### src/hw/if_pkg.sv
////////////////////////////////////////////////////////////////////////////
// instruction fetch stage shared definitions
// pc and vector selector enums, bus response and fetch structs,
// boot, debug and fetch queue constants
////////////////////////////////////////////////////////////////////////////

package if_pkg;

  ////////////////////////////////////////////////////////////////////////////
  // selectors
  ////////////////////////////////////////////////////////////////////////////

  // source of the next fetch address on a redirect
  typedef enum logic [2:0] {
    PC_BOOT = 3'd0,
    PC_JUMP = 3'd1,
    PC_EXC  = 3'd2,
    PC_ERET = 3'd3,
    PC_DRET = 3'd4
  } pc_sel_e;

  // kind of trap vector when PC_EXC is selected
  typedef enum logic [1:0] {
    EXC_PC_EXC     = 2'd0,
    EXC_PC_IRQ     = 2'd1,
    EXC_PC_DBD     = 2'd2,
    EXC_PC_DBG_EXC = 2'd3
  } exc_pc_sel_e;

  ////////////////////////////////////////////////////////////////////////////
  // structs
  ////////////////////////////////////////////////////////////////////////////

  // trap cause, irq_int marks an internal interrupt
  typedef struct packed {
    logic       irq_int;
    logic [4:0] lower_cause;
  } exc_cause_t;

  // instruction memory response
  typedef struct packed {
    logic        rvalid;
    logic [31:0] rdata;
    logic        err;
  } instr_rsp_t;

  // one fetched word with its address
  typedef struct packed {
    logic [31:0] addr;
    logic [31:0] rdata;
    logic        err;
  } fetch_t;

  // IF-ID register contents
  typedef struct packed {
    logic [31:0] instr;
    logic [31:0] pc;
    logic        fetch_err;
  } id_instr_t;

  ////////////////////////////////////////////////////////////////////////////
  // constants
  ////////////////////////////////////////////////////////////////////////////

  // low byte of the boot pc
  localparam logic [7:0]  BOOT_OFFSET     = 8'h80;
  // debug module entry points
  localparam logic [31:0] DM_HALT_ADDR    = 32'h1A110800;
  localparam logic [31:0] DM_EXC_ADDR     = 32'h1A110808;
  // vector index used by all internal interrupts
  localparam logic [4:0]  IRQ_NM_CAUSE    = 5'd31;
  // fetch queue depth, also the bound on requests in flight
  localparam int unsigned MAX_OUTSTANDING = 2;

endpackage
### src/hw/if_stage_top.sv
////////////////////////////////////////////////////////////////////////////
// instruction fetch stage top level
// pc selection, prefetch unit and IF-ID register
////////////////////////////////////////////////////////////////////////////

`timescale 1ns/1ps

module if_stage_top (
  input  logic                       clk_i,
  input  logic                       rst_ni,
  input  logic                       req_i,
  input  logic                [31:0] boot_addr_i,
  // redirect control
  input  logic                       pc_set_i,
  input  if_pkg::pc_sel_e            pc_mux_i,
  input  if_pkg::exc_pc_sel_e        exc_pc_mux_i,
  input  if_pkg::exc_cause_t         exc_cause_i,
  input  logic                [31:0] branch_target_ex_i,
  input  logic                [31:0] csr_mepc_i,
  input  logic                [31:0] csr_depc_i,
  input  logic                [31:0] csr_mtvec_i,
  output logic                       csr_mtvec_init_o,
  // instruction bus
  output logic                       instr_req_o,
  output logic                [31:0] instr_addr_o,
  input  logic                       instr_gnt_i,
  input  if_pkg::instr_rsp_t         instr_rsp_i,
  // ID side
  input  logic                       id_in_ready_i,
  input  logic                       instr_valid_clear_i,
  output logic                       instr_valid_id_o,
  output logic                       instr_new_id_o,
  output if_pkg::id_instr_t          id_o,
  output logic                [31:0] pc_if_o,
  output logic                       if_busy_o
);

  logic           branch;
  logic    [31:0] branch_addr;
  logic           fetch_valid;
  logic           fetch_ready;
  if_pkg::fetch_t fetch;

  if_pc_select u_pc_select (
    .boot_addr_i        (boot_addr_i),
    .pc_set_i           (pc_set_i),
    .pc_mux_i           (pc_mux_i),
    .exc_pc_mux_i       (exc_pc_mux_i),
    .exc_cause_i        (exc_cause_i),
    .branch_target_ex_i (branch_target_ex_i),
    .csr_mepc_i         (csr_mepc_i),
    .csr_depc_i         (csr_depc_i),
    .csr_mtvec_i        (csr_mtvec_i),
    .branch_o           (branch),
    .branch_addr_o      (branch_addr),
    .csr_mtvec_init_o   (csr_mtvec_init_o)
  );

  if_fetch_unit u_fetch_unit (
    .clk_i         (clk_i),
    .rst_ni        (rst_ni),
    .req_i         (req_i),
    .branch_i      (branch),
    .branch_addr_i (branch_addr),
    .ready_i       (fetch_ready),
    .instr_req_o   (instr_req_o),
    .instr_addr_o  (instr_addr_o),
    .instr_gnt_i   (instr_gnt_i),
    .instr_rsp_i   (instr_rsp_i),
    .valid_o       (fetch_valid),
    .fetch_o       (fetch),
    .busy_o        (if_busy_o)
  );

  if_id_reg u_id_reg (
    .clk_i               (clk_i),
    .rst_ni              (rst_ni),
    .fetch_valid_i       (fetch_valid),
    .fetch_i             (fetch),
    .fetch_ready_o       (fetch_ready),
    .id_in_ready_i       (id_in_ready_i),
    .pc_set_i            (pc_set_i),
    .instr_valid_clear_i (instr_valid_clear_i),
    .instr_valid_id_o    (instr_valid_id_o),
    .instr_new_id_o      (instr_new_id_o),
    .id_o                (id_o)
  );

  // pc of the word at the queue head
  assign pc_if_o = fetch.addr;

endmodule

### src/hw/if_id_reg.sv
////////////////////////////////////////////////////////////////////////////
// IF-ID pipeline register
// valid and new flags, instruction, pc and fetch error
////////////////////////////////////////////////////////////////////////////

`timescale 1ns/1ps

module if_id_reg (
  input  logic              clk_i,
  input  logic              rst_ni,
  input  logic              fetch_valid_i,
  input  if_pkg::fetch_t    fetch_i,
  output logic              fetch_ready_o,
  input  logic              id_in_ready_i,
  input  logic              pc_set_i,
  input  logic              instr_valid_clear_i,
  output logic              instr_valid_id_o,
  output logic              instr_new_id_o,
  output if_pkg::id_instr_t id_o
);

  logic              accept;
  logic              valid_d, valid_q;
  logic              new_d, new_q;
  if_pkg::id_instr_t id_d, id_q;

  // ID takes a word whenever it is ready
  assign fetch_ready_o = id_in_ready_i;
  assign accept        = fetch_valid_i & id_in_ready_i;

  ////////////////////////////////////////////////////////////////////////////
  // flags
  ////////////////////////////////////////////////////////////////////////////

  // a redirect squashes the word taken in the same cycle
  // otherwise valid holds until the core clears it
  assign valid_d = (accept & ~pc_set_i) | (valid_q & ~instr_valid_clear_i);

  // one cycle pulse per word entering ID
  assign new_d = accept;

  always_ff @(posedge clk_i or negedge rst_ni) begin
    if (!rst_ni) begin
      valid_q <= 1'b0;
      new_q   <= 1'b0;
    end else begin
      valid_q <= valid_d;
      new_q   <= new_d;
    end
  end

  ////////////////////////////////////////////////////////////////////////////
  // contents
  ////////////////////////////////////////////////////////////////////////////

  assign id_d = '{instr: fetch_i.rdata, pc: fetch_i.addr, fetch_err: fetch_i.err};

  // frozen while ID stalls
  always_ff @(posedge clk_i) begin
    if (accept) begin
      id_q <= id_d;
    end
  end

  assign instr_valid_id_o = valid_q;
  assign instr_new_id_o   = new_q;
  assign id_o             = id_q;

endmodule

### src/hw/if_fetch_unit.sv
////////////////////////////////////////////////////////////////////////////
// instruction prefetch over the request/grant/response bus
// tracks requests in flight, drops responses made stale by a redirect
// and buffers returned words in a two entry queue
////////////////////////////////////////////////////////////////////////////

`timescale 1ns/1ps

module if_fetch_unit (
  input  logic                      clk_i,
  input  logic                      rst_ni,
  input  logic                      req_i,
  input  logic                      branch_i,
  input  logic               [31:0] branch_addr_i,
  input  logic                      ready_i,
  output logic                      instr_req_o,
  output logic               [31:0] instr_addr_o,
  input  logic                      instr_gnt_i,
  input  if_pkg::instr_rsp_t        instr_rsp_i,
  output logic                      valid_o,
  output if_pkg::fetch_t            fetch_o,
  output logic                      busy_o
);

  // bus request, registered
  logic           req_q, req_d;
  logic    [31:0] addr_q, addr_d;
  // address of the next word to be requested
  logic    [31:0] fetch_addr_q, fetch_addr_d;
  // address of the next non-stale response
  logic    [31:0] rsp_addr_q, rsp_addr_d;
  // pending request was issued before the last redirect
  logic           pend_stale_q, pend_stale_d;
  // granted requests waiting for a response, and how many of them to drop
  logic     [1:0] out_cnt_q, out_cnt_d;
  logic     [1:0] stale_cnt_q, stale_cnt_d;
  // queue fill level, entry 0 is the head
  logic     [1:0] q_cnt_q, q_cnt_d;
  if_pkg::fetch_t q_mem [2];
  if_pkg::fetch_t q_wdata;
  logic     [1:0] wr_ptr;

  logic           gnt;
  logic           rsp;
  logic           rsp_stale;
  logic           push;
  logic           pop;
  logic           launch;
  logic     [2:0] in_flight;

  ////////////////////////////////////////////////////////////////////////////
  // handshake events
  ////////////////////////////////////////////////////////////////////////////

  assign gnt       = req_q & instr_gnt_i;
  assign rsp       = instr_rsp_i.rvalid;
  assign rsp_stale = rsp & (stale_cnt_q != 2'd0);
  // a response in the redirect cycle belongs to the old stream
  assign push      = rsp & ~rsp_stale & ~branch_i;

  // head is hidden as soon as the core redirects
  assign valid_o = (q_cnt_q != 2'd0) & ~branch_i;
  assign pop     = valid_o & ready_i;

  ////////////////////////////////////////////////////////////////////////////
  // counters
  ////////////////////////////////////////////////////////////////////////////

  assign out_cnt_d = out_cnt_q + {1'b0, gnt} - {1'b0, rsp};

  always_comb begin
    if (branch_i) begin
      // everything granted so far now belongs to the old stream
      stale_cnt_d  = out_cnt_d;
      // an ungranted request still completes, its data is dropped later
      pend_stale_d = req_q & ~gnt;
      q_cnt_d      = 2'd0;
    end else begin
      stale_cnt_d  = stale_cnt_q - {1'b0, rsp_stale} + {1'b0, gnt & pend_stale_q};
      pend_stale_d = pend_stale_q & ~gnt;
      q_cnt_d      = q_cnt_q + {1'b0, push} - {1'b0, pop};
    end
  end

  ////////////////////////////////////////////////////////////////////////////
  // address tracking and request launch
  ////////////////////////////////////////////////////////////////////////////

  always_comb begin
    if (branch_i) begin
      fetch_addr_d = branch_addr_i;
      rsp_addr_d   = branch_addr_i;
    end else begin
      // a stale grant does not move the new stream
      fetch_addr_d = (gnt & ~pend_stale_q) ? fetch_addr_q + 32'd4 : fetch_addr_q;
      rsp_addr_d   = push ? rsp_addr_q + 32'd4 : rsp_addr_q;
    end
  end

  // queued words plus granted requests, as seen next cycle
  assign in_flight = {1'b0, q_cnt_d} + {1'b0, out_cnt_d};

  // new request only when the bus is free and the queue has room for it
  assign launch = req_i & (~req_q | gnt) &
                  (in_flight < 3'(if_pkg::MAX_OUTSTANDING));

  // a raised request holds its address until granted
  assign req_d  = launch | (req_q & ~gnt);
  assign addr_d = launch ? fetch_addr_d : addr_q;

  always_ff @(posedge clk_i or negedge rst_ni) begin
    if (!rst_ni) begin
      req_q        <= 1'b0;
      addr_q       <= '0;
      fetch_addr_q <= '0;
      rsp_addr_q   <= '0;
      pend_stale_q <= 1'b0;
      out_cnt_q    <= 2'd0;
      stale_cnt_q  <= 2'd0;
      q_cnt_q      <= 2'd0;
    end else begin
      req_q        <= req_d;
      addr_q       <= addr_d;
      fetch_addr_q <= fetch_addr_d;
      rsp_addr_q   <= rsp_addr_d;
      pend_stale_q <= pend_stale_d;
      out_cnt_q    <= out_cnt_d;
      stale_cnt_q  <= stale_cnt_d;
      q_cnt_q      <= q_cnt_d;
    end
  end

  ////////////////////////////////////////////////////////////////////////////
  // fetch queue
  ////////////////////////////////////////////////////////////////////////////

  // write slot accounts for a pop in the same cycle
  assign wr_ptr  = q_cnt_q - {1'b0, pop};
  assign q_wdata = '{addr: rsp_addr_q, rdata: instr_rsp_i.rdata, err: instr_rsp_i.err};

  always_ff @(posedge clk_i) begin
    // shift towards the head on pop
    if (pop) begin
      q_mem[0] <= q_mem[1];
    end
    if (push) begin
      q_mem[wr_ptr[0]] <= q_wdata;
    end
  end

  assign instr_req_o  = req_q;
  assign instr_addr_o = addr_q;
  assign fetch_o      = q_mem[0];
  assign busy_o       = req_q | (out_cnt_q != 2'd0);

endmodule

### src/hw/if_pc_select.sv
////////////////////////////////////////////////////////////////////////////
// next fetch address selection on a pc redirect
// trap vector computation and mtvec init request on boot
////////////////////////////////////////////////////////////////////////////

`timescale 1ns/1ps

module if_pc_select (
  input  logic                [31:0] boot_addr_i,
  input  logic                       pc_set_i,
  input  if_pkg::pc_sel_e            pc_mux_i,
  input  if_pkg::exc_pc_sel_e        exc_pc_mux_i,
  input  if_pkg::exc_cause_t         exc_cause_i,
  input  logic                [31:0] branch_target_ex_i,
  input  logic                [31:0] csr_mepc_i,
  input  logic                [31:0] csr_depc_i,
  input  logic                [31:0] csr_mtvec_i,
  output logic                       branch_o,
  output logic                [31:0] branch_addr_o,
  output logic                       csr_mtvec_init_o
);

  logic [31:0] boot_pc;
  logic [4:0]  irq_vec;
  logic [31:0] exc_pc;
  logic [31:0] next_pc;

  // boot pc sits at a fixed offset in the 256 byte boot block
  assign boot_pc = {boot_addr_i[31:8], if_pkg::BOOT_OFFSET};

  ////////////////////////////////////////////////////////////////////////////
  // trap vectors
  ////////////////////////////////////////////////////////////////////////////

  // internal interrupts all share the non-maskable slot
  assign irq_vec = exc_cause_i.irq_int ? if_pkg::IRQ_NM_CAUSE : exc_cause_i.lower_cause;

  always_comb begin
    unique case (exc_pc_mux_i)
      // base of the vector table, mtvec low byte ignored
      if_pkg::EXC_PC_EXC:     exc_pc = {csr_mtvec_i[31:8], 8'h00};
      // base plus 4 * vector index
      if_pkg::EXC_PC_IRQ:     exc_pc = {csr_mtvec_i[31:8], 1'b0, irq_vec, 2'b00};
      if_pkg::EXC_PC_DBD:     exc_pc = if_pkg::DM_HALT_ADDR;
      if_pkg::EXC_PC_DBG_EXC: exc_pc = if_pkg::DM_EXC_ADDR;
      default:                exc_pc = {csr_mtvec_i[31:8], 8'h00};
    endcase
  end

  ////////////////////////////////////////////////////////////////////////////
  // next address mux
  ////////////////////////////////////////////////////////////////////////////

  always_comb begin
    unique case (pc_mux_i)
      if_pkg::PC_BOOT: next_pc = boot_pc;
      if_pkg::PC_JUMP: next_pc = branch_target_ex_i;
      // trap entry
      if_pkg::PC_EXC:  next_pc = exc_pc;
      // return from trap
      if_pkg::PC_ERET: next_pc = csr_mepc_i;
      // return from debug mode
      if_pkg::PC_DRET: next_pc = csr_depc_i;
      default:         next_pc = boot_pc;
    endcase
  end

  // only whole words are fetched
  assign branch_o      = pc_set_i;
  assign branch_addr_o = {next_pc[31:2], 2'b00};

  // csr file loads mtvec from the boot address on the boot redirect
  assign csr_mtvec_init_o = pc_set_i & (pc_mux_i == if_pkg::PC_BOOT);

endmodule

### config.mk
export PLATFORM = sky130hd
export DESIGN_NAME = if_stage_top
export DESIGN_NICKNAME = d
export VERILOG_FILES = /design/src/hw/if_pkg.sv /design/src/hw/if_stage_top.sv /design/src/hw/if_id_reg.sv /design/src/hw/if_fetch_unit.sv /design/src/hw/if_pc_select.sv
export SDC_FILE = /design/constraint.sdc
export NUM_CORES = 1
export LEC_CHECK = 0
export BUFFER_PORTS_ARGS = -buffer_cell sky130_fd_sc_hd__buf_2
export CAP_MARGIN = 15
export CORE_MARGIN = 5
export CORE_UTILIZATION = 35
export DETAILED_ROUTE_END_ITERATION = 7
export PLACE_DENSITY = 0.53
export SLEW_MARGIN = 20
export SYNTH_ARGS = -nofsm -noshare
export SYNTH_HDL_FRONTEND = slang
export SYNTH_SLANG_ARGS = --single-unit
### constraint.sdc
create_clock -name clk_i -period 8 [get_ports clk_i]
set_input_delay 1.2 -clock clk_i [delete_from_list [all_inputs] [get_ports clk_i]]
set_output_delay 1.2 -clock clk_i [all_outputs]
set_load 0.01 [all_outputs]
Word level (Yosys, flattened, before mapping):

Memory sizes are Yosys's and may differ from the RTL's.
Cells that the tools add are included.

* eq/ne operators: 7
* mux-type cells: 14
* magnitude comparators: 1
* reduce and logical (&&, ||, !) cells: 6
* $add $sub $neg: 10
* bitwise logic cells: 25

Operators with widths (count)
* $pmux W32 S4: 2
* $mux W32: 4
* $add A32 B3 Y32 const B: 2
* $and A1 B1 Y1: 15
* $reduce_bool A2 Y1: 4
* $add A2 B1 Y2: 3
* $eq A3 B2 Y1 const B: 2
* $not A1 Y1: 6
* $sub A2 B1 Y2: 3
* $mux W1: 5
* $mux W5: 1
* $eq A2 B2 Y1 const B: 2
* $mux W2: 2
* $or A1 B1 Y1: 4
* $add A2 B2 Y3: 1
* $eq A3 B1 Y1 const B: 1
* $eq A3 B3 Y1 const B: 1
* $logic_not A3 Y1: 1
* $lt A3 B2 Y1 const B: 1
* $eq A2 B1 Y1 const B: 1
* $logic_not A2 Y1: 1
* $sub A1 B1 Y1: 1

* output and inout bits: 134
* input bits: 212
* logic and storage cells: 77
* memory bits (writable): 130
* memories: 1
* flip-flop bits (word level): 171

Memory list
* u_fetch_unit.q_mem: words 2, bits a word 65, rd ports 2, clocked after memory_dff 0, wr ports 2, RTL line if_fetch_unit.sv:39 `if_pkg::fetch_t q_mem [2];`

Logic depth before layout (Yosys ltp):

* depth after elaboration: 12
* mapped depth: 18
* depth with buffers taken out: 13

Cells and area by module:

Synthesis repeated with hierarchy kept, for this count alone.

* cell total of the unflattened synthesis: 1015
* area, all modules: 13385.3 sq um

Modules (own cells, without submodules)
* if_fetch_unit: area an instance 9840.7 sq um, cells an instance 743, sequential area each 6506.2 sq um, instances 1
* if_id_reg: area an instance 2033.2 sq um, cells an instance 72, sequential area each 2001.9 sq um, instances 1
* if_pc_select: area an instance 1511.4 sq um, cells an instance 200, sequential area each 0.0 sq um, instances 1

Worst setup path before layout:

Ideal clock, no wire load.

* kind: input port to flip-flop
* start: input port pc_set_i
* end: memory u_fetch_unit.q_mem[1][0] (netlist name), enable pin
* library setup time: 0.562 ns
* data required time: 7.438 ns
* cell stages on the path: 8
* data arrival time: 8.297 ns
* path buffers: 3
* slack: -0.859 ns
* cells stage by stage: clkbuf_1 inv_1 clkbuf_1 clkbuf_1 o211ai_1 inv_1 ha_1 nor3_1

RTL lines
* from (decl): RTL line if_stage_top.sv:14 `input logic pc_set_i,`
* to (decl): RTL line if_fetch_unit.sv:39

Worst setup path after layout:

* start: input port pc_set_i
* end: register u_fetch_unit.addr_q[31] (netlist: u_fetch_unit.instr_addr_o[31])

* cells in the longest elaborated chain, start to end: 8
* elaborated cells on any way between the ends: 11
* classes of those cells: add/sub (3); order compare (1); mux (2); bitwise (5)

RTL lines
* $not A1 Y1: RTL line if_fetch_unit.sv:62 `assign valid_o = (q_cnt_q != 2'd0) & ~branch_i;`
* $and A1 B1 Y1: RTL line if_fetch_unit.sv:62
* $and A1 B1 Y1: RTL line if_fetch_unit.sv:63 `assign pop = valid_o & ready_i;`
* via u_fetch_unit.pop: RTL line if_fetch_unit.sv:47 `logic pop;`
* $sub A2 B1 Y2: RTL line if_fetch_unit.sv:81 `q_cnt_d = q_cnt_q + {1'b0, push} - {1'b0, pop};`
* $mux W2: RTL line if_fetch_unit.sv:72 `if (branch_i) begin`
* via u_fetch_unit.q_cnt_d[0]: RTL line if_fetch_unit.sv:38 `logic [1:0] q_cnt_q, q_cnt_d;`
* $add A2 B2 Y3: RTL line if_fetch_unit.sv:101 `assign in_flight = {1'b0, q_cnt_d} + {1'b0, out_cnt_d};`
* $lt A3 B2 Y1: RTL line if_fetch_unit.sv:105 `(in_flight < 3'(if_pkg::MAX_OUTSTANDING));`
* $and A1 B1 Y1: RTL line if_fetch_unit.sv:104 `assign launch = req_i & (~req_q | gnt) &`
* to (signal assigned): RTL line if_fetch_unit.sv:123 `addr_q <= addr_d;`
* to (decl): RTL line if_fetch_unit.sv:27 `logic [31:0] addr_q, addr_d;`

The timed path passes the listed nets, and every way through them passes these cells.
A chain may end at the register's enable or synchronous reset.

==> results_dict.tcl <==
set metrics [dict create \
    synthesis.instances 1019 \
    slew_worst_pin_ps 1082 \
    p_int_mw 3.187 \
    gp_congestion 0.8803 \
    slew_headroom 0.2752 \
    total_leakage_power_nw 6.481 \
    final_hpwl_from_detailed_placement_mm 28.23 \
    drt_iter0_drc 426 \
    syn-cell-area_um2 13230 \
    area_growth_from_synthesis_to_layout_pct 22.87 \
    synth_cell_types 64 \
    layoutNonFillerInstCount 1839 \
    vdd.ir_drop.worst_mv 0.1234 \
    synth_xor_area_frac 0.02714 \
    highest_utilization_routing_layer_at_the_global_route_stage "met2" \
    share_of_cells_above_drive_strength_1 0.3456 \
    synth.largest_area_cell "sky130_fd_sc_hd__edfxtp_1" \
    synth.area.top_cells "sky130_fd_sc_hd__edfxtp_1 43%, sky130_fd_sc_hd__dfrtp_1 20%, sky130_fd_sc_hd__mux2_2 4.0%, sky130_fd_sc_hd__mux2_1 3.9%, sky130_fd_sc_hd__buf_4 1.9%" \
    p_clk_frac 0.343 \
    synthDominantCellAreaShare 0.4289 \
    worst_path_required_time_ps 8380 \
    postSynth.asyncResetShare 0.3549 \
    numCtsBuffers 34 \
    synth_simple_gate_area_frac 0.09853 \
    synth.mux.area_fraction 0.08312 \
    synth_top_family_by_area "compound AO/OA/AOI/OAI gates" \
    ys_dominant_reg_cell "sky130_fd_sc_hd__edfxtp_1" \
    report.final.setup_viol 0 \
    timing_worst_setup_path_type "input pin to register" \
    timing.final.max_slew_violations 0 \
    vias 9467 \
    cellPowerDensity_nw_per_um2 274.0 \
    synth_warnings 0 \
    clock-root-buffer "sky130_fd_sc_hd__clkbuf_16" \
    switching_part_of_the_total_power 0.2847 \
    nFillCells 3605 \
    use_met2 0.2938 \
    use_met3 0.04586 \
    design.core.area_um2 37490 \
    cts_resized 0 \
    buffer_ports.inserted 319 \
    syn-mean-instance-area_um2 12.98 \
    synth-adder-area-share 0.01002 \
    worstHoldPathCells 0 \
    grt_util_all_layers 0.1829 \
    hold_viol_final 0 \
    initial_antenna_violation_count 4 \
    grt.overflow.total 0 \
    ant_nets 0 \
    unrepaired_setup_endpoints_after_global_routing "no" \
    antenna_cells 0 \
    finalWorstPathRequiredPeriod_ps 4257 \
    yosysSeqAreaShare 0.6256 \
    clock_insertion_delay_worst_skew_ps 510 \
    worstSetupStartpointType "input pin" \
    max_cap_viols 0 \
    i_o_pin_count 346 \
    endpoint_kind "register" \
    comb_power_share 0.199 \
    net-switching-power_mw 1.268 \
    synth_compound_area_frac 0.1156 \
    grt_pass1_vias 9425 \
    clk_path_buf_depth 3 \
    final.setup.tns_ps 0 \
    drt-total-wl_mm 39.24 \
    floorplan.initialDensity 0.3529 \
    drt_pre_antenna_iters 6 \
    die-height_um 204.4 \
    fp.dieW_um 204.4 \
    min_period_over_period 0.5321 \
    outcome "complete, no violations" \
    grt_start_max_net_pins 66 \
    worst-endpoint-arrival_ps 4640 \
    ys_seq_elements 293 \
    wl_per_cell_um 21.34 \
    floorplan.rows 71 \
    hold_ws_ps 417.0 \
    global_routing_usage_on_met1 0.2471 \
    hold_path.class "register to register" \
    placedCellCount 1777 \
    grt_first_pass_wirelength_mm 58.37 \
    max_freq_mhz 234.9 \
    clk_pin_slew_ps 60 \
    vias_per_cell 5.148 \
    postLayoutCoreUtil 0.4337 \
    worst_clock_skew_ps 16.00 \
    share_seq_of_total_power 0.458 \
    r2r.worst_path.cells 10 \
    path_max_fanout 34 \
    clkSinkCount 293 \
    edff_count_synth 189 \
    die_area_um2 41790 \
    cts.htree.levels 2 \
    tritoncts "done" \
    remaining_drc_errors 0 \
    final_nets 1524 \
    cts_hold_buffers 0 \
    postCtsSetupBuffers 0 \
]
-- flip-flops by register name (all words and copies together), names as in the netlist --
signal                     count
u_fetch_unit.fetch_addr_q     32
u_fetch_unit.instr_addr_o     32
u_fetch_unit.instr_req_o       1
u_fetch_unit.out_cnt_q         2
u_fetch_unit.pend_stale_q      1
u_fetch_unit.q_cnt_q           2
u_fetch_unit.q_mem           126
u_fetch_unit.rsp_addr_q       30
u_fetch_unit.stale_cnt_q       2
u_id_reg.id_o                 63
u_id_reg.instr_new_id_o        1
u_id_reg.instr_valid_id_o      1
-- synthesized netlist by cell type, drive strengths merged (4+ instances only) --
cell,n
a211oi,4
a21boi,6
a21o,5
a21oi,42
a221oi,4
a22oi,19
a31o,4
a31oi,10
and2,4
and3,20
and4,6
buf,54
clkbuf,33
dfrtp,104
edfxtp,189
ha,9
inv,15
mux2,93
nand2,53
nand2b,7
nand3,25
nand4,15
nor2,58
nor2b,20
nor3,15
nor4,11
o21a,19
o21ai,49
o221ai,14
o22a,5
o22ai,15
o311ai,5
o31ai,6
or3,4
xnor2,24
xor2,17
-- per-layer routing --
metal / vias to the layer above / wire length, µm
li1: 4380 / -
met4: 4 / 1035
met5: - / 27
met3: 73 / 2967
met2: 391 / 17940
met1: 4619 / 17280
-- power groups by stage --
| stage | logic (mW) | clock network [mW] | registers (mW) |
|---|---|---|---|
| floorplan | 0.535 | 0 | 2.06 |
| global placement | 0.896 | 0 | 2.06 |
| detailed placement | 0.902 | 0 | 2.07 |
| CTS | 0.906 | 1.58 | 2.04 |
| global route | 0.976 | 1.64 | 2.07 |
| finish | 0.887 | 1.53 | 2.04 |
-- worst max-delay path: stages --
cell                       delay [ps]
sky130_fd_sc_hd__buf_2            170
sky130_fd_sc_hd__inv_1             70
sky130_fd_sc_hd__buf_4            370
sky130_fd_sc_hd__o211ai_1         280
sky130_fd_sc_hd__inv_2            140
sky130_fd_sc_hd__ha_1             240
sky130_fd_sc_hd__inv_1             60
sky130_fd_sc_hd__ha_1             210
sky130_fd_sc_hd__nor2b_1          140
sky130_fd_sc_hd__and2_1           170
sky130_fd_sc_hd__fa_1             430
sky130_fd_sc_hd__nor2_1           160
sky130_fd_sc_hd__and3_1           170
sky130_fd_sc_hd__buf_4            400
sky130_fd_sc_hd__mux2_2           400
-- logic make-up (layout without fill, tap and decap cells) --
logic type                 after synthesis  in the layout
DFF                                    293            293
and+or+nand+nor                        248            248
AOI/OAI and AO/OA                      227            227
buffers and inverters                  102            408
muxes                                   97             97
xor gates and xnor gates                41             41
adders and majority gates               10             10
other                                    1              4
-- final cells by class --
cell class / instances / area, µm² / area share
Inverter: 15 / 56.30 / 0.003463
Clock buffer: 46 / 979.7 / 0.06026
Tap cell: 511 / 639.4 / 0.03933
Clock inverter: 16 / 133.9 / 0.008235
Sequential cell: 293 / 8278 / 0.5092
Multi-Input combinational cell: 627 / 4482 / 0.2757
Timing Repair Buffer: 331 / 1689 / 0.1039
-- layout by cell type, fill, tap and decap left out, types with 27 or more instances in the layout --
| cell type | n |
|---|---|
| sky130_fd_sc_hd__clkbuf_16 | 37 |
| sky130_fd_sc_hd__mux2_2 | 47 |
| sky130_fd_sc_hd__mux2_1 | 46 |
| sky130_fd_sc_hd__dfrtp_1 | 104 |
| sky130_fd_sc_hd__buf_2 | 318 |
| sky130_fd_sc_hd__edfxtp_1 | 189 |
| sky130_fd_sc_hd__o21ai_0 | 27 |
| sky130_fd_sc_hd__nand2_1 | 51 |
| sky130_fd_sc_hd__nor2_1 | 58 |
| sky130_fd_sc_hd__a21oi_1 | 42 |
-- stage by stage --
stage	power (mW)	cell area, µm²	setup slack (ps)
3_3_place_gp	2.956	15140	3216
6_report	4.455	16260	3743
2_1_floorplan	2.598	13250	1091
4_1_cts	4.532	16250	3752
3_5_place_dp	2.971	15140	3215
5_1_grt	4.690	16260	3530
-- final timing paths --
check | startpoint | to | slack, ps
setup / recovery | pc_set_i | u_fetch_unit.instr_addr_o[31]$_DFFE_PN0P_ | 3740
hold / removal | u_fetch_unit.q_mem[0][7]$_DFFE_PP_ | u_id_reg.id_o[39]$_DFFE_PP_ | 420
setup reg to reg | u_fetch_unit.stale_cnt_q[0]$_DFF_PN0_ | u_fetch_unit.instr_addr_o[31]$_DFFE_PN0P_ | 4430
hold reg to reg | u_fetch_unit.q_mem[0][7]$_DFFE_PP_ | u_id_reg.id_o[39]$_DFFE_PP_ | 420
max in group asynchronous | rst_ni | u_fetch_unit.fetch_addr_q[17]$_DFF_PN0_ | 6070
min in group asynchronous | rst_ni | u_fetch_unit.instr_addr_o[11]$_DFFE_PN0P_ | 740
Power figures use the tool's default switching activity.
